File: src/forget_gate_macros.svh
/*
  Fixed widths and Q16.16 constants for the forget-gate unit
  Include guarded, shared by the package and every RTL file
*/

`ifndef FORGET_GATE_MACROS_SVH
`define FORGET_GATE_MACROS_SVH

//////////////////////////////////////////////////////////////////////
// Widths
//////////////////////////////////////////////////////////////////////

// Input data word and each of its halves
`define FG_DATA_W 32
`define FG_HALF_W 16

// Accumulator, Q24.16 so many terms fit without overflow
`define FG_ACC_W 40

// Gate output in Q8.8, 1.0 is 256
`define FG_OUT_W 16

// Fraction bits dropped going from Q16.16 to Q8.8
`define FG_DROP_W 8

// Neuron index, wraps at 256
`define FG_IDX_W 8

// Operation kind encoding
`define FG_KIND_W 2

//////////////////////////////////////////////////////////////////////
// Logistic constants in Q16.16
//////////////////////////////////////////////////////////////////////

`define FG_HALF_Q16 32768
`define FG_ONE_Q16 65536

`endif

File: src/forget_gate_pkg.sv
/*
  Shared types of the forget-gate unit
  Data word union, op kind, decode-to-execute and execute-to-result structs
*/

`include "forget_gate_macros.svh"

package forget_gate_pkg;

  //////////////////////////////////////////////////////////////////////
  // Data word
  //////////////////////////////////////////////////////////////////////

  // Term view, weight on top, operand below
  // Both signed Q8.8
  typedef struct packed {
    logic signed [`FG_HALF_W-1:0] weight;
    logic signed [`FG_HALF_W-1:0] operand;
  } fg_term_t;

  // Same 32 bits, read as a Q16.16 bias or as a product pair
  typedef union packed {
    logic signed [`FG_DATA_W-1:0] bias;
    fg_term_t                     term;
  } fg_word_u;

  //////////////////////////////////////////////////////////////////////
  // Stage payloads
  //////////////////////////////////////////////////////////////////////

  // What decode saw this cycle
  typedef enum logic [`FG_KIND_W-1:0] {
    kind_idle = 2'd0,
    kind_bias = 2'd1,
    kind_term = 2'd2
  } fg_kind_e;

  // Decode to execute, 35 bits
  typedef struct packed {
    fg_kind_e kind;
    logic     last;
    fg_word_u word;
  } fg_op_t;

  // Execute to result, 41 bits
  // Valid pulses once per finished neuron
  typedef struct packed {
    logic                        valid;
    logic signed [`FG_ACC_W-1:0] value;
  } fg_sum_t;

endpackage

File: src/forget_gate.sv
/*
  Forget-gate unit top level
  Decode, execute and result stages joined by the op and sum structs
*/

`include "forget_gate_macros.svh"

module forget_gate (
  input  logic                  CLK,
  input  logic                  RST,

  // Input strobes
  input  logic                  bias_enable,
  input  logic                  term_enable,
  input  logic                  last_enable,

  // Bias or weight/operand pair
  input  logic [`FG_DATA_W-1:0] data_in,

  // Gate value, strobe and neuron number
  output logic                  f_out_enable,
  output logic [`FG_OUT_W-1:0]  f_out,
  output logic [`FG_IDX_W-1:0]  f_index
);

  //////////////////////////////////////////////////////////////////////
  // Stage links
  //////////////////////////////////////////////////////////////////////

  forget_gate_pkg::fg_op_t  op;
  forget_gate_pkg::fg_sum_t sum;

  // One op per cycle, idle when no strobe
  forget_gate_decode u_decode (
    .CLK         (CLK),
    .RST         (RST),
    .bias_enable (bias_enable),
    .term_enable (term_enable),
    .last_enable (last_enable),
    .data_in     (data_in),
    .op          (op)
  );

  // Multiply and accumulate
  forget_gate_execute u_execute (
    .CLK (CLK),
    .RST (RST),
    .op  (op),
    .sum (sum)
  );

  // Logistic, strobe lands 3 cycles after the last term
  forget_gate_result u_result (
    .CLK          (CLK),
    .RST          (RST),
    .sum          (sum),
    .f_out_enable (f_out_enable),
    .f_out        (f_out),
    .f_index      (f_index)
  );

endmodule

File: src/forget_gate_decode.sv
/*
  Decode stage
  Resolves the input strobes and registers one op per cycle
*/

`include "forget_gate_macros.svh"

module forget_gate_decode (
  input  logic                      CLK,
  input  logic                      RST,
  input  logic                      bias_enable,
  input  logic                      term_enable,
  input  logic                      last_enable,
  input  logic [`FG_DATA_W-1:0]     data_in,
  output forget_gate_pkg::fg_op_t   op
);

  //////////////////////////////////////////////////////////////////////
  // Signals
  //////////////////////////////////////////////////////////////////////

  // Next-op classification
  forget_gate_pkg::fg_kind_e kind_d;
  logic                      last_d;

  // Registered op fields
  forget_gate_pkg::fg_kind_e kind_q;
  logic                      last_q;
  forget_gate_pkg::fg_word_u word_q;

  //////////////////////////////////////////////////////////////////////
  // Strobe priority
  //////////////////////////////////////////////////////////////////////

  // Bias beats term when both are up
  // Last only counts together with a term
  always_comb begin
    kind_d = forget_gate_pkg::kind_idle;
    last_d = 1'b0;
    if (bias_enable) begin
      kind_d = forget_gate_pkg::kind_bias;
    end else if (term_enable) begin
      kind_d = forget_gate_pkg::kind_term;
      last_d = last_enable;
    end
  end

  // Control state
  always_ff @(posedge CLK or posedge RST) begin
    if (RST) begin
      kind_q <= forget_gate_pkg::kind_idle;
      last_q <= 1'b0;
    end else begin
      kind_q <= kind_d;
      last_q <= last_d;
    end
  end

  // Word goes through untouched, execute picks the view
  always_ff @(posedge CLK) begin
    word_q <= data_in;
  end

  assign op = '{kind: kind_q, last: last_q, word: word_q};

endmodule

File: src/forget_gate_execute.sv
/*
  Execute stage
  Q8.8 multiplier, Q16.16 accumulator, one finished sum per neuron
*/

`include "forget_gate_macros.svh"

module forget_gate_execute (
  input  logic                      CLK,
  input  logic                      RST,
  input  forget_gate_pkg::fg_op_t   op,
  output forget_gate_pkg::fg_sum_t  sum
);

  //////////////////////////////////////////////////////////////////////
  // Signals
  //////////////////////////////////////////////////////////////////////

  // Q8.8 times Q8.8 gives Q16.16
  logic signed [`FG_DATA_W-1:0] product;

  // Everything widened to accumulator size
  logic signed [`FG_ACC_W-1:0]  product_ext;
  logic signed [`FG_ACC_W-1:0]  bias_ext;
  logic signed [`FG_ACC_W-1:0]  term_total;

  // Running sum of the neuron in progress
  logic signed [`FG_ACC_W-1:0]  acc_q;

  // Finished sum
  logic                         valid_q;
  logic signed [`FG_ACC_W-1:0]  value_q;

  //////////////////////////////////////////////////////////////////////
  // Datapath
  //////////////////////////////////////////////////////////////////////

  // Term view of the union
  assign product     = op.word.term.weight * op.word.term.operand;
  assign product_ext = product;

  // Bias view of the union, sign extended
  assign bias_ext    = op.word.bias;

  // Accumulator plus this cycle's product
  assign term_total  = acc_q + product_ext;

  // Accumulator and sum strobe
  always_ff @(posedge CLK or posedge RST) begin
    if (RST) begin
      acc_q   <= '0;
      valid_q <= 1'b0;
    end else begin
      valid_q <= 1'b0;
      case (op.kind)
        // A new bias drops any partial sum
        forget_gate_pkg::kind_bias: acc_q <= bias_ext;
        forget_gate_pkg::kind_term: begin
          if (op.last) begin
            // Cleared so the next bias starts clean
            acc_q   <= '0;
            valid_q <= 1'b1;
          end else begin
            acc_q <= term_total;
          end
        end
        default: acc_q <= acc_q;
      endcase
    end
  end

  // Total is held until the next last term
  always_ff @(posedge CLK) begin
    if (op.kind == forget_gate_pkg::kind_term && op.last) begin
      value_q <= term_total;
    end
  end

  assign sum = '{valid: valid_q, value: value_q};

endmodule

File: src/forget_gate_result.sv
/*
  Result stage
  Hard-sigmoid logistic, Q8.8 output register and neuron index counter
*/

`include "forget_gate_macros.svh"

module forget_gate_result (
  input  logic                      CLK,
  input  logic                      RST,
  input  forget_gate_pkg::fg_sum_t  sum,
  output logic                      f_out_enable,
  output logic [`FG_OUT_W-1:0]      f_out,
  output logic [`FG_IDX_W-1:0]      f_index
);

  //////////////////////////////////////////////////////////////////////
  // Signals
  //////////////////////////////////////////////////////////////////////

  // Logistic steps, all Q16.16
  logic signed [`FG_ACC_W-1:0] quarter;
  logic signed [`FG_ACC_W-1:0] shifted;
  logic signed [`FG_ACC_W-1:0] gate_q16;

  // Index for the next output
  logic [`FG_IDX_W-1:0]        next_index;

  //////////////////////////////////////////////////////////////////////
  // Hard sigmoid
  //////////////////////////////////////////////////////////////////////

  // x/4 + 0.5
  assign quarter = sum.value >>> 2;
  assign shifted = quarter + `FG_HALF_Q16;

  // Clamp to 0 .. 1.0
  always_comb begin
    if (shifted < 0) begin
      gate_q16 = '0;
    end else if (shifted > `FG_ONE_Q16) begin
      gate_q16 = `FG_ONE_Q16;
    end else begin
      gate_q16 = shifted;
    end
  end

  // Output register and index counter
  always_ff @(posedge CLK or posedge RST) begin
    if (RST) begin
      f_out_enable <= 1'b0;
      f_out        <= '0;
      f_index      <= '0;
      next_index   <= '0;
    end else begin
      f_out_enable <= sum.valid;
      if (sum.valid) begin
        // Drop 8 fraction bits for Q8.8
        f_out      <= gate_q16[`FG_DROP_W +: `FG_OUT_W];
        f_index    <= next_index;
        // Wraps at 256
        next_index <= next_index + 1'b1;
      end
    end
  end

endmodule

File: config.mk
export PLATFORM = sky130hd
export DESIGN_NAME = forget_gate
export DESIGN_NICKNAME = d
export VERILOG_FILES = /design/src/forget_gate_pkg.sv /design/src/forget_gate.sv /design/src/forget_gate_decode.sv /design/src/forget_gate_execute.sv /design/src/forget_gate_result.sv
export VERILOG_INCLUDE_DIRS = /design/src
export SDC_FILE = /design/constraint.sdc
export NUM_CORES = 1
export LEC_CHECK = 0
export ABC_AREA = 1
export BUFFER_PORTS_ARGS = -buffer_cell sky130_fd_sc_hd__buf_2
export CAP_MARGIN = 30
export CORE_ASPECT_RATIO = 0.6
export CORE_UTILIZATION = 40
export CTS_BUF_LIST = sky130_fd_sc_hd__clkbuf_4 sky130_fd_sc_hd__clkbuf_8 sky130_fd_sc_hd__clkbuf_16
export CTS_CLUSTER_SIZE = 30
export DETAILED_ROUTE_END_ITERATION = 12
export MAX_ROUTING_LAYER = met4
export SLEW_MARGIN = 20
export SYNTH_ARGS = -nofsm -noshare
export SYNTH_HDL_FRONTEND = slang
export SYNTH_SLANG_ARGS = --single-unit
export TNS_END_PERCENT = 10
File: constraint.sdc
create_clock -name CLK -period 6.9 [get_ports CLK]
set_input_delay 1.035 -clock CLK [delete_from_list [all_inputs] [get_ports CLK]]
set_output_delay 1.035 -clock CLK [all_outputs]
set_load 0.02 [all_outputs]
Word-level counts from Yosys, hierarchy flattened
Cells that the tools add are included.
- $add $sub $neg: 3
- multiply operators: 1
- eq/ne operators: 2
- magnitude comparators: 2
- multiplexer cells: 10
- reduce and logical (&&, ||, !) cells: 2
- operators with widths (cell ; number):
    $pmux 40 s2 ; 1
    $mux 24 ; 2
    $add 40x32->40 ; 1
    $mux 40 ; 1
    $add 38x17->39 const B ; 1
    $gt 39x18->1 const B ; 1
    $lt 39x1->1 const B ; 1
    $mul 16x16->32 ; 1
    $add 8x1->8 const B ; 1
    $mux 1 ; 4
    $mux 2 ; 2
    $eq 2x1->1 const B ; 1
    $eq 2x2->1 const B ; 1
    $reduce_bool 2->1 ; 1
    $logic_and 1x1->1 ; 1
- output and inout port bits: 25
- flip-flop bits (word level): 149
- word-level logic and storage cells: 30

Logic depth before layout (Yosys ltp)
Gate-level depths: netlist (run 1).
- depth in word-level cells: 4
- mapped depth: 30
- gate-level depth less buffers: 28

Hierarchy
Synthesis (run 1) repeated with hierarchy kept, for this count alone.
- cell total of the unflattened synthesis: 2460
- area, all modules: 19835.3 um^2
- by module, submodules not included (module ; cells each ; instances ; area an instance (um^2)):
    forget_gate_execute ; 2095 ; 1 ; 16851.2
    forget_gate_result ; 324 ; 1 ; 2239.6
    forget_gate_decode ; 41 ; 1 ; 744.5

Worst setup path after synthesis (run 1)
OpenSTA, ideal clock, no wires.
- path type: reg-to-reg
- from: register u_decode.word_q[5] (netlist name)
- to: register u_execute.value_q[38], data pin
- setup slack: 0.669 ns
- path buffers: 2
- stages on the path, launching flop included: 23
- required time: 6.645 ns
- arrival time: 5.976 ns
- setup time: 0.255 ns
- cell sequence: dfxtp_1 clkbuf_1 clkbuf_1 nand2_1 fa_1 inv_1 fa_1 inv_1 fa_1 fa_1 inv_1 fa_1 inv_1 fa_1 inv_1 ha_1 nand2_1 nor2_1 nor3b_1 nand3_1 nand3_1 nand2_1 and2_1
- longest elaborated chain between the ends: 2
- RTL lines (element ; RTL line ; source):
    start, declared ; forget_gate_decode.sv:29 ; forget_gate_pkg::fg_word_u word_q;
    start signal, assigned ; forget_gate_decode.sv:61 ; word_q <= data_in;
    $mul 16x16->32 ; forget_gate_execute.sv:39 ; assign product = op.word.term.weight * op.word.term.operand;
    $add 40x32->40 ; forget_gate_execute.sv:46 ; assign term_total = acc_q + product_ext;
    via u_execute.term_total[38] ; forget_gate_execute.sv:25 ; logic signed [`FG_ACC_W-1:0] term_total;
    end signal, assigned ; forget_gate_execute.sv:75 ; value_q <= term_total;
    end, declared ; forget_gate_execute.sv:32 ; logic signed [`FG_ACC_W-1:0] value_q;
The timed path passes the listed nets, and every way through them passes these cells.
A chain may end at the register's enable or synchronous reset.

Worst setup path in the final report (run 1)
- from: register u_decode.word_q[11] (netlist name)
- to: register u_execute.value_q[26], data pin
Same word-level chain as after synthesis.

==> run summary, run 1 <==
Core Region: 47020 um2
H-tree Lvls: 4
Tmin final: 6596 ps
Antenna Nets Post-Route: 0
Outcome: completed
Max Cap Viol: 0
Largest net degree at the start of global routing: 51
Drt total wl: 54770 um
Simple logic cell fraction of the synthesized area: 20.16%
Port bufs: 61
Post-synthesis adder-cell area fraction: 41.81%
Post-Syn Nets: 2887
Area Overhead vs Synth: 9.384%
Top post-synthesis cells by area: fa_1 34%, inv_1 12%, nand2_1 12%, dfrtp_1 10%, ha_1 7.6%
Crit path DAT: 6760 ps
CTS Buffer Depth: 2
Mapped Area: 19330 um2
All-layer global routing usage: 24.60%
Die area: 49250 um2
Root buffer cell: clkbuf_16
Ys Warns: 0
# IOs: 62
Synth Area per Inst: 8.049 um2
DP HPWL: 46730 um
Yosys top cell area share: 34.17%
WL per Instance: 17.68 um
XOR/XNOR Fraction of Synth Area: 1.540%
Layout Nets: 2940
Postcts setup bufs: 0
Worst Setup SP: u_decode.word_q[11]$_DFF_P_
Worst Skew: 21.95 ps
Post-CTS Hold Fix Bufs: 0
Reg2Reg Launch Point: u_decode.word_q[11]$_DFF_P_
Gpl congestion: 0.9400
Slew @ Worst Pin: 968.8 ps
Max-slew violations: 0
DR vias/cell: 4.856
CTS Sinks: 147
# rows: 61
Die height: 172.3 um
Worst-path clk slew: 80 ps
RSZ-0062 raised after global routing: false
Share of cells above drive strength 1: 7.577%
Total grt overflow: 0
Critical Path RT: 7070 ps
Main combinational cell family by area after synthesis: adder cells
Via Count: 15040
Hold Crit Start: u_result.f_index[5]$_DFFE_PP0P_
CTS Buf Count: 17
Starting Density: 41.12%
Crit path kind: flip-flop to flip-flop
Hold_ws: 467.3 ps
DRC errors left: 0
Final setup viols: 0
Synth area leader: fa_1
Setup TNS: 0 ps
Max Clk Rate: 0.1516 GHz
Worst-Skew Late Latency: 460 ps
DR pass1 iterations: 7
Crit path capture type: flip-flop
Crit start category: flip-flop
Vias in the first global route: 15810
Iter 0 DRT Violations: 1235
Antenna diodes: 0
Initial antenna violation count: 0
Synth Instances: 2402
Yosys reg bits: 147
Most frequent cells in the layout: 605 x inv_1, 603 x nand2_1, 330 x fa_1
Global-route wire length before repair: 88970 um
Post-synthesis sequential area ratio: 19.18%
Die Wd: 285.8 um
Most common cell after layout, fill and taps aside: inv_1
Final period utilization: 95.59%
Mux cell area share after synthesis: 0%
Count of final hold-check violations: 0
CP max FO: 12
Synth cell types: 40
Compound-Gate Fraction of Synth Area: 3.799%
TritonCTS clock tree: yes
Hold crit path type: flip-flop to flip-flop
Slew margin rel.: 35.41%
path summary, 6_finish.rpt:
| kind | depth (start not counted) | slack (ps) | to |
|---|---|---|---|
| worst min-delay path | 2 | 470 | u_result.f_index[5]$_DFFE_PP0P_ |
| worst max register to register | 20 | 300 | u_execute.value_q[26]$_DFFE_PP_ |
| worst min register to register | 2 | 470 | u_result.f_index[5]$_DFFE_PP0P_ |
| max in group asynchronous | 4 | 5610 | u_execute.acc_q[34]$_DFFE_PP0P_ |
| min in group asynchronous | 3 | 650 | u_execute.acc_q[3]$_DFFE_PP0P_ |
| worst max-delay path | 20 | 300 | u_execute.value_q[26]$_DFFE_PP_ |
synth_stat cells, drive strengths merged:
| master | instances |
|---|---|
| a21boi | 2 |
| a21o | 2 |
| a21oi | 104 |
| a22oi | 1 |
| and2 | 21 |
| buf | 5 |
| clkbuf | 78 |
| clkinv | 2 |
| dfrtp | 77 |
| dfxtp | 32 |
| edfxtp | 38 |
| fa | 330 |
| ha | 118 |
| inv | 608 |
| nand2 | 610 |
| nand3 | 68 |
| nand3b | 15 |
| nand4 | 25 |
| nor2 | 185 |
| nor3 | 13 |
| nor3b | 1 |
| o211ai | 2 |
| o21ai | 18 |
| o21bai | 8 |
| or2 | 5 |
| xnor2 | 13 |
| xor2 | 21 |
cell families (layout without fill, tap and decap cells):
| kind of cell | after synthesis | after routing |
|---|---|---|
| AND/OR/NAND/NOR | 943 | 943 |
| buffers and inverters | 693 | 759 |
| adder cells (fa/ha/maj) | 448 | 448 |
| flip-flops | 147 | 147 |
| AO/OA/AOI/OAI | 137 | 137 |
| XOR/XNOR | 34 | 34 |
per-layer routing:
layer	part of all wire, %	up-vias	track usage, %
met3	6.3	30	3.865
met2	39	404	33.89
li1	-	7111	-
met5	0	-	-
met1	54	7498	38.12
met4	0.76	0	3.767
state kept, by name, summed over array words and instances (netlist names):
| name | count |
|---|---|
| u_execute.acc_q | 40 |
| u_execute.value_q | 38 |
| u_decode.word_q | 32 |
| u_result.f_out | 16 |
| u_result.f_index | 8 |
| u_result.next_index | 8 |
| u_decode.kind_q | 2 |
| u_decode.last_q | 1 |
| u_execute.valid_q | 1 |
| u_result.f_out_enable | 1 |
critical path, cell delays in order (launching register included):
cell and delay (ps):
dfxtp_1 810, nand2_1 160, fa_1 530, inv_1 50
fa_1 520, fa_1 540, fa_1 550, fa_1 560
inv_1 60, fa_1 520, inv_1 40, ha_1 360
nand2_1 130, nor2_1 170, inv_1 100, nor3_2 290
buf_4 180, o21ai_0 190, nand3b_1 220, nand2_1 90
and2_1 240
area by class of cell:
class | instances | area (um2)
fill | 4741 | 25870
timing repair buffer | 117 | 745.7
clock buffer | 17 | 425.4
tap | 630 | 788.3
inverter | 610 | 2292
sequential | 147 | 3714
multi-input combinational | 1562 | 13020
clock inverter | 15 | 162.7
per-stage QoR:
stage / setup WS [ps] / utilization (%) / instances / area, um2
floorplan: 669.3 / - / 2402 / 19330
global placement: 103.4 / 43.65 / 3065 / 20520
detailed placement: 68.79 / 43.71 / 3066 / 20550
CTS: 49.79 / 44.96 / 3098 / 21140
global route: 27.48 / 44.98 / 3098 / 21150
finish: 304.2 / 44.98 / 3098 / 21150
what timing repair did:
item                                   CTS  global route
cloned                                   0             0
endpoints found under the hold margin    0             0
setup endpoints to repair                1            16
resized for setup                        1             4
Power of run 1 is left out: the tool's default activity adds up to more than one toggle a clock period on the data nets, which glitch-free logic cannot reach.
==> inputs of run 2 (changes only) <==
- RECOVER_POWER: default -> 25
==> run 2 against run 1 <==
  * The run now ends with capacitance limit, slew limit left
  * Cell area barely moved
  * Critical path depth did not move
  * Core utilization barely moved
  * Clock-buffer cell count did not move
  * First-iteration DRC count fell by 1.1%
  * Critical endpoint unchanged
==> run summary, run 2 (synthesized netlist as in run 1, its figures left out) <==
Hold path endpoint: u_result.f_index[5]$_DFFE_PP0P_
Crit start category: flip-flop
Failing checks: capacitance limit, slew limit
Final setup viols: 0 (unchanged)
Worst-Skew Late Latency: 460 ps (about the same)
Cell Chain, Critical Path: nand2_1, fa_1, inv_1, fa_1, fa_1, fa_1, fa_1, inv_1, fa_1, inv_1, ha_1, nand2_1, nor2_1, inv_1, nor3_2, buf_4, o21ai_0, nand3b_1, nand2_1, and2_1
Root buffer cell: clkbuf_16
Via Count: 15040 (-0.040%)
Most common cell on crit path: fa_1
Crit path kind: flip-flop to flip-flop
Hold Crit Start: u_result.f_index[5]$_DFFE_PP0P_
Worst Skew: 22.92 ps (+0.9731 ps)
Layout Nets: 2940 (unchanged)
Most common cell after layout, fill and taps aside: inv_1
CP max FO: 12 (unchanged)
Reg2Reg Launch Point: u_decode.word_q[11]$_DFF_P_
Hold crit path type: flip-flop to flip-flop
Gpl congestion: 0.9400 (unchanged)
Port bufs: 61 (unchanged)
Post_cts resized: 1 (unchanged)
Die Wd: 285.8 um (unchanged)
CTS Buffer Depth: 2 (unchanged)
DR vias/cell: 4.854 (about the same)
# IOs: 62 (unchanged)
Reg2Reg Setup Slack: 300 ps (about the same)
Worst path slowest cell: dfxtp_1
Antenna diodes: 0 (unchanged)
Global-route wire length before repair: 88970 um (unchanged)
Final period utilization: 95.58% (about the same)
CTS Buf Count: 17 (unchanged)
# rows: 61 (unchanged)
R2r endpoint: u_execute.value_q[26]$_DFFE_PP_
Number of flip-flops in the largest register: 40 (unchanged)
Share of cells above drive strength 1: 7.415% (-0.16 points)
Tmin final: 6595 ps (-0.4430 ps)
Outcome: finished with violations
Worst-path clk slew: 80 ps (about the same)
Largest regs: u_execute.acc_q: 40 flops, u_execute.value_q: 38 flops, u_decode.word_q: 32 flops
All-layer global routing usage: 24.60% (unchanged)
Core Region: 47020 um2 (unchanged)
DP HPWL: 46730 um (unchanged)
Starting Density: 41.12% (unchanged)
Hold Path Stages: 2 (unchanged)
Iter 0 DRT Violations: 1221 (-1.1%)
Max-slew violations: 28 (+28)
Reg with most FFs: u_execute.acc_q
Largest net degree at the start of global routing: 51 (unchanged)
Postcts setup bufs: 0 (unchanged)
Crit path DAT: 6760 ps (about the same)
DRC errors left: 0 (unchanged)
Most frequent cells in the layout: 605 x inv_1, 603 x nand2_1, 330 x fa_1
Slew @ Worst Pin: 1853 ps (+884.4 ps)
Die height: 172.3 um (unchanged)
Area Overhead vs Synth: 9.345% (about the same)
RSZ-0062 raised after global routing: false
Setup TNS: 0 ps (unchanged)
Drt total wl: 54770 um (about the same)
Max Cap Viol: 1 (+1)
Antenna Nets Post-Route: 0 (unchanged)
Total grt overflow: 0 (unchanged)
Slew margin rel.: -23.55% (-59 points)
Max Clk Rate: 0.1516 GHz (about the same)
Crit path capture type: flip-flop
Count of final hold-check violations: 0 (unchanged)
R2R cell count: 20 (unchanged)
WL per Instance: 17.68 um (about the same)
Post-CTS Hold Fix Bufs: 0 (unchanged)
CTS Sinks: 147 (unchanged)
Initial antenna violation count: 0 (unchanged)
Die area: 49250 um2 (unchanged)
Vias in the first global route: 15810 (unchanged)
Critical Path RT: 7070 ps (about the same)
TritonCTS clock tree: yes
Slowest cell delay on critical path: 810 ps (about the same)
DR pass1 iterations: 5 (-2)
H-tree Lvls: 4 (unchanged)
==> run 2: changes by cell type in the layout (fill, tap and decap cells not counted) <==
| cell | previous run | this run |
|---|---|---|
| clkinv_2 | 3 | 2 |
| clkinvlp_2 | 0 | 1 |
| buf_4 | 55 | 54 |
| clkbuf_1 | 0 | 4 |
| buf_2 | 61 | 58 |
==> run 2: metal layers <==
layer / vias up / global-route usage, % / wire [um]
met5: - / - / 0
met2: 405 / 33.89 / 21490
met1: 7495 / 38.12 / 29320
li1: 7113 / - / -
met3: 24 / 3.865 / 3593
met4: 0 / 3.767 / 360
==> run 2: worst max-delay path: cells and delay by family (launching register included) <==
kind | cells | cell delay (ps)
simple gates | 7 | 1290
flops | 1 | 810
fa+ha+maj | 7 | 3580
compound gates | 1 | 180
buf+inv | 5 | 430
==> run 2: how the worst max path moves through the flow <==
| stage | startpoint | to | slack, ps | cells after the start |
|---|---|---|---|---|
| floorplan | u_decode.word_q[5]$_DFF_P_ | u_execute.value_q[38]$_DFFE_PP_ | 670 | 22 |
| global placement | u_decode.word_q[1]$_DFF_P_ | u_execute.value_q[26]$_DFFE_PP_ | 100 | 21 |
| detailed placement | u_decode.word_q[1]$_DFF_P_ | u_execute.value_q[26]$_DFFE_PP_ | 70 | 21 |
| CTS | u_decode.word_q[4]$_DFF_P_ | u_execute.value_q[26]$_DFFE_PP_ | 50 | 21 |
| global route | u_decode.word_q[1]$_DFF_P_ | u_execute.value_q[36]$_DFFE_PP_ | 30 | 21 |
| finish | u_decode.word_q[11]$_DFF_P_ | u_execute.value_q[26]$_DFFE_PP_ | 300 | 20 |
==> run 2: area by class of cell <==
cell class | count | area (um2)
Fill cell | 4743 | 25870
Multi-Input combinational cell | 1562 | 13020
Sequential cell | 147 | 3714
Inverter | 610 | 2292
Tap cell | 630 | 788.3
Timing Repair Buffer | 117 | 738.2
Clock buffer | 17 | 425.4
Clock inverter | 15 | 162.7
==> run 2: stage by stage <==
stage / area (um2) / utilization [%] / cells / hold WS, ps / setup WS [ps]
4_1_cts: 21140 / 44.96 / 3098 / 472.6 / 49.79
3_5_place_dp: 20550 / 43.71 / 3066 / 453.8 / 68.79
2_1_floorplan: 19330 / - / 2402 / 351.9 / 669.3
5_1_grt: 21140 / 44.96 / 3098 / 493.7 / 27.48
3_3_place_gp: 20520 / 43.65 / 3065 / 449.7 / 103.4
6_report: 21140 / 44.96 / 3098 / 467.3 / 304.6
Power of run 2 is left out for the same reason.
==> inputs of run 3 (changes only) <==
- clock period: 6.9 -> 7.9 ns (I/O delays scaled with it)
==> run 3 against run 2 <==
  * The flow still finishes with violations (capacitance limit, slew limit)
  * Via count is 0.57% lower
  * Sequential cell count stayed put
  * Routed wire length is 1.7% lower
  * Register-to-register slack better by 510 ps
  * Worst setup slack better by 510 ps
  * Sequential share of layout area is 0.22 points higher
  * Worst hold slack better by 0.91 ps
  * Critical endpoint is now u_execute.value_q[38]$_DFFE_PP_
  * Clock skew is 3.4 ps lower
==> run summary, run 3 (synthesized netlist as in run 1, its figures left out) <==
Via Count: 14950 (-0.57%)
Antenna diodes: 0 (unchanged)
Crit path DAT: 7300 ps (+540 ps)
Number of flip-flops in the largest register: 40 (unchanged)
Share of cells above drive strength 1: 5.878% (-1.5 points)
TritonCTS clock tree: yes
# rows: 61 (unchanged)
Die height: 172.3 um (unchanged)
Tmin final: 7085 ps (+490.1 ps)
Die area: 49250 um2 (unchanged)
Total grt overflow: 0 (unchanged)
PnR worst setup slack: 814.5 ps (+509.9 ps)
Antenna Nets Post-Route: 0 (unchanged)
Dpl ws: 836.0 ps (+767.2 ps)
Reg with most FFs: u_execute.acc_q
Worst path slowest cell: dfxtp_1
Area Overhead vs Synth: 7.857%
CTS Buf Count: 17 (unchanged)
Worst Skew: 19.49 ps (-3.427 ps)
DR vias/cell: 4.881 (+0.57%)
Crit start category: flip-flop
CTS Sinks: 147 (unchanged)
Core Region: 47020 um2 (unchanged)
DP HPWL: 45240 um (-3.2%)
Post_cts resized: 0 (-1)
Slowest cell delay on critical path: 790 ps (-20 ps)
Die Wd: 285.8 um (unchanged)
Worst-path clk slew: 80 ps (about the same)
Postcts setup bufs: 0 (unchanged)
DR pass1 iterations: 6 (+1)
# IOs: 62 (unchanged)
Largest regs: u_execute.acc_q: 40 flops, u_execute.value_q: 38 flops, u_decode.word_q: 32 flops
Failing checks: capacitance limit, slew limit
Setup TNS: 0 ps (unchanged)
Most common cell on crit path: fa_1
Crit path capture type: flip-flop
Max-slew violations: 34 (+21%)
Max Clk Rate: 0.1411 GHz (-6.9%)
WL per Instance: 17.57 um (-0.62%)
CP max FO: 17 (+5)
Post-CTS Hold Fix Bufs: 0 (unchanged)
Final setup viols: 0 (unchanged)
Gpl congestion: 0.9697 (+3.2%)
Critical Path RT: 8110 ps (+1040 ps)
Most common cell after layout, fill and taps aside: inv_1
Slew @ Worst Pin: 2262 ps (+408.4 ps)
Crit path kind: flip-flop to flip-flop
H-tree Lvls: 4 (unchanged)
Vias in the first global route: 15560 (-1.6%)
Slew margin rel.: -50.77% (-27 points)
Port bufs: 61 (unchanged)
Starting Density: 41.12% (unchanged)
Global-route wire length before repair: 87170 um (-2.0%)
Root buffer cell: clkbuf_16
Cell Chain, Critical Path: nand2_1, inv_1, fa_1, fa_1, inv_1, fa_1, fa_1, inv_1, fa_1, inv_1, fa_1, inv_1, ha_1, nand2_1, nor2_1, nor3b_1, nand3_1, nand3_1, nand2_1, and2_1
Layout Nets: 2905 (-1.2%)
Count of final hold-check violations: 0 (unchanged)
Largest net degree at the start of global routing: 45 (-12%)
CTS Buffer Depth: 2 (unchanged)
Drt total wl: 53810 um (-1.7%)
Initial antenna violation count: 0 (unchanged)
RSZ-0062 raised after global routing: false
Max Cap Viol: 1 (unchanged)
Iter 0 DRT Violations: 1023 (-16%)
Most frequent cells in the layout: 605 x inv_1, 603 x nand2_1, 330 x fa_1
All-layer global routing usage: 24.17% (-0.43 points)
DRC errors left: 0 (unchanged)
Final period utilization: 89.69% (-5.9 points)
Worst-Skew Late Latency: 460 ps (about the same)
Outcome: finished with violations
Hold crit path type: flip-flop to flip-flop
[run 3: cell count changes in the layout (fill, tap and decap cells not counted), moves of 2 or more]
cell      previous run  this run
buf_4               54        18
dfxtp_1             28        32
dfxtp_2              4         0
clkinv_4             1         3
inv_4                0         2
inv_8                4         2
[run 3: layer usage]
metal  vias to the layer above  GRT usage, %  part of all wire [%]
met5                         -             -                     0
met4                         0         4.185                   1.1
met3                        47         5.356                   7.7
met2                       429         33.64                    39
met1                      7439         35.98                    52
li1                       7037             -                     -
[run 3: critical path, delay by kind of cell (launching register included)]
| kind | cells | cell delay, ps |
|---|---|---|
| simple gates | 8 | 1260 |
| buf+inv | 5 | 760 |
| flops | 1 | 790 |
| fa+ha+maj | 7 | 3990 |
[run 3: stage by stage]
stage	hold slack [ps]	utilization (%)	area, um2	std cells
after floorplan	351.9	-	19330	2402
after CTS	472.5	44.34	20850	3062
after global placement	450.1	43.08	20250	3029
after detailed placement	454.0	43.13	20280	3030
final	468.2	44.35	20850	3063
after global routing	483.4	44.35	20850	3063
[run 3: worst paths after layout]
check / slack, ps / startpoint / cells past startpoint / to
max in group asynchronous: 5020 / RST / 3 / u_execute.acc_q[28]$_DFFE_PP0P_
worst min register to register: 470 / u_result.f_index[7]$_DFFE_PP0P_ / 2 / u_result.f_index[7]$_DFFE_PP0P_
worst min-delay path: 470 / u_result.f_index[7]$_DFFE_PP0P_ / 2 / u_result.f_index[7]$_DFFE_PP0P_
min in group asynchronous: 1570 / RST / 3 / u_execute.acc_q[1]$_DFFE_PP0P_
worst max register to register: 810 / u_decode.word_q[1]$_DFF_P_ / 20 / u_execute.value_q[38]$_DFFE_PP_
worst max-delay path: 810 / u_decode.word_q[1]$_DFF_P_ / 20 / u_execute.value_q[38]$_DFFE_PP_
[run 3: cell type report]
cell class              instances  area [um2]
well taps                     630       788.3
inverters                     610        2292
clock buffers                  19       446.7
repair buffers                 82       483.0
fillers                      4817       26160
multi-input cells            1562       13020
clock inverters                13       118.9
flip-flops and latches        147        3709
Power of run 3 is left out for the same reason.
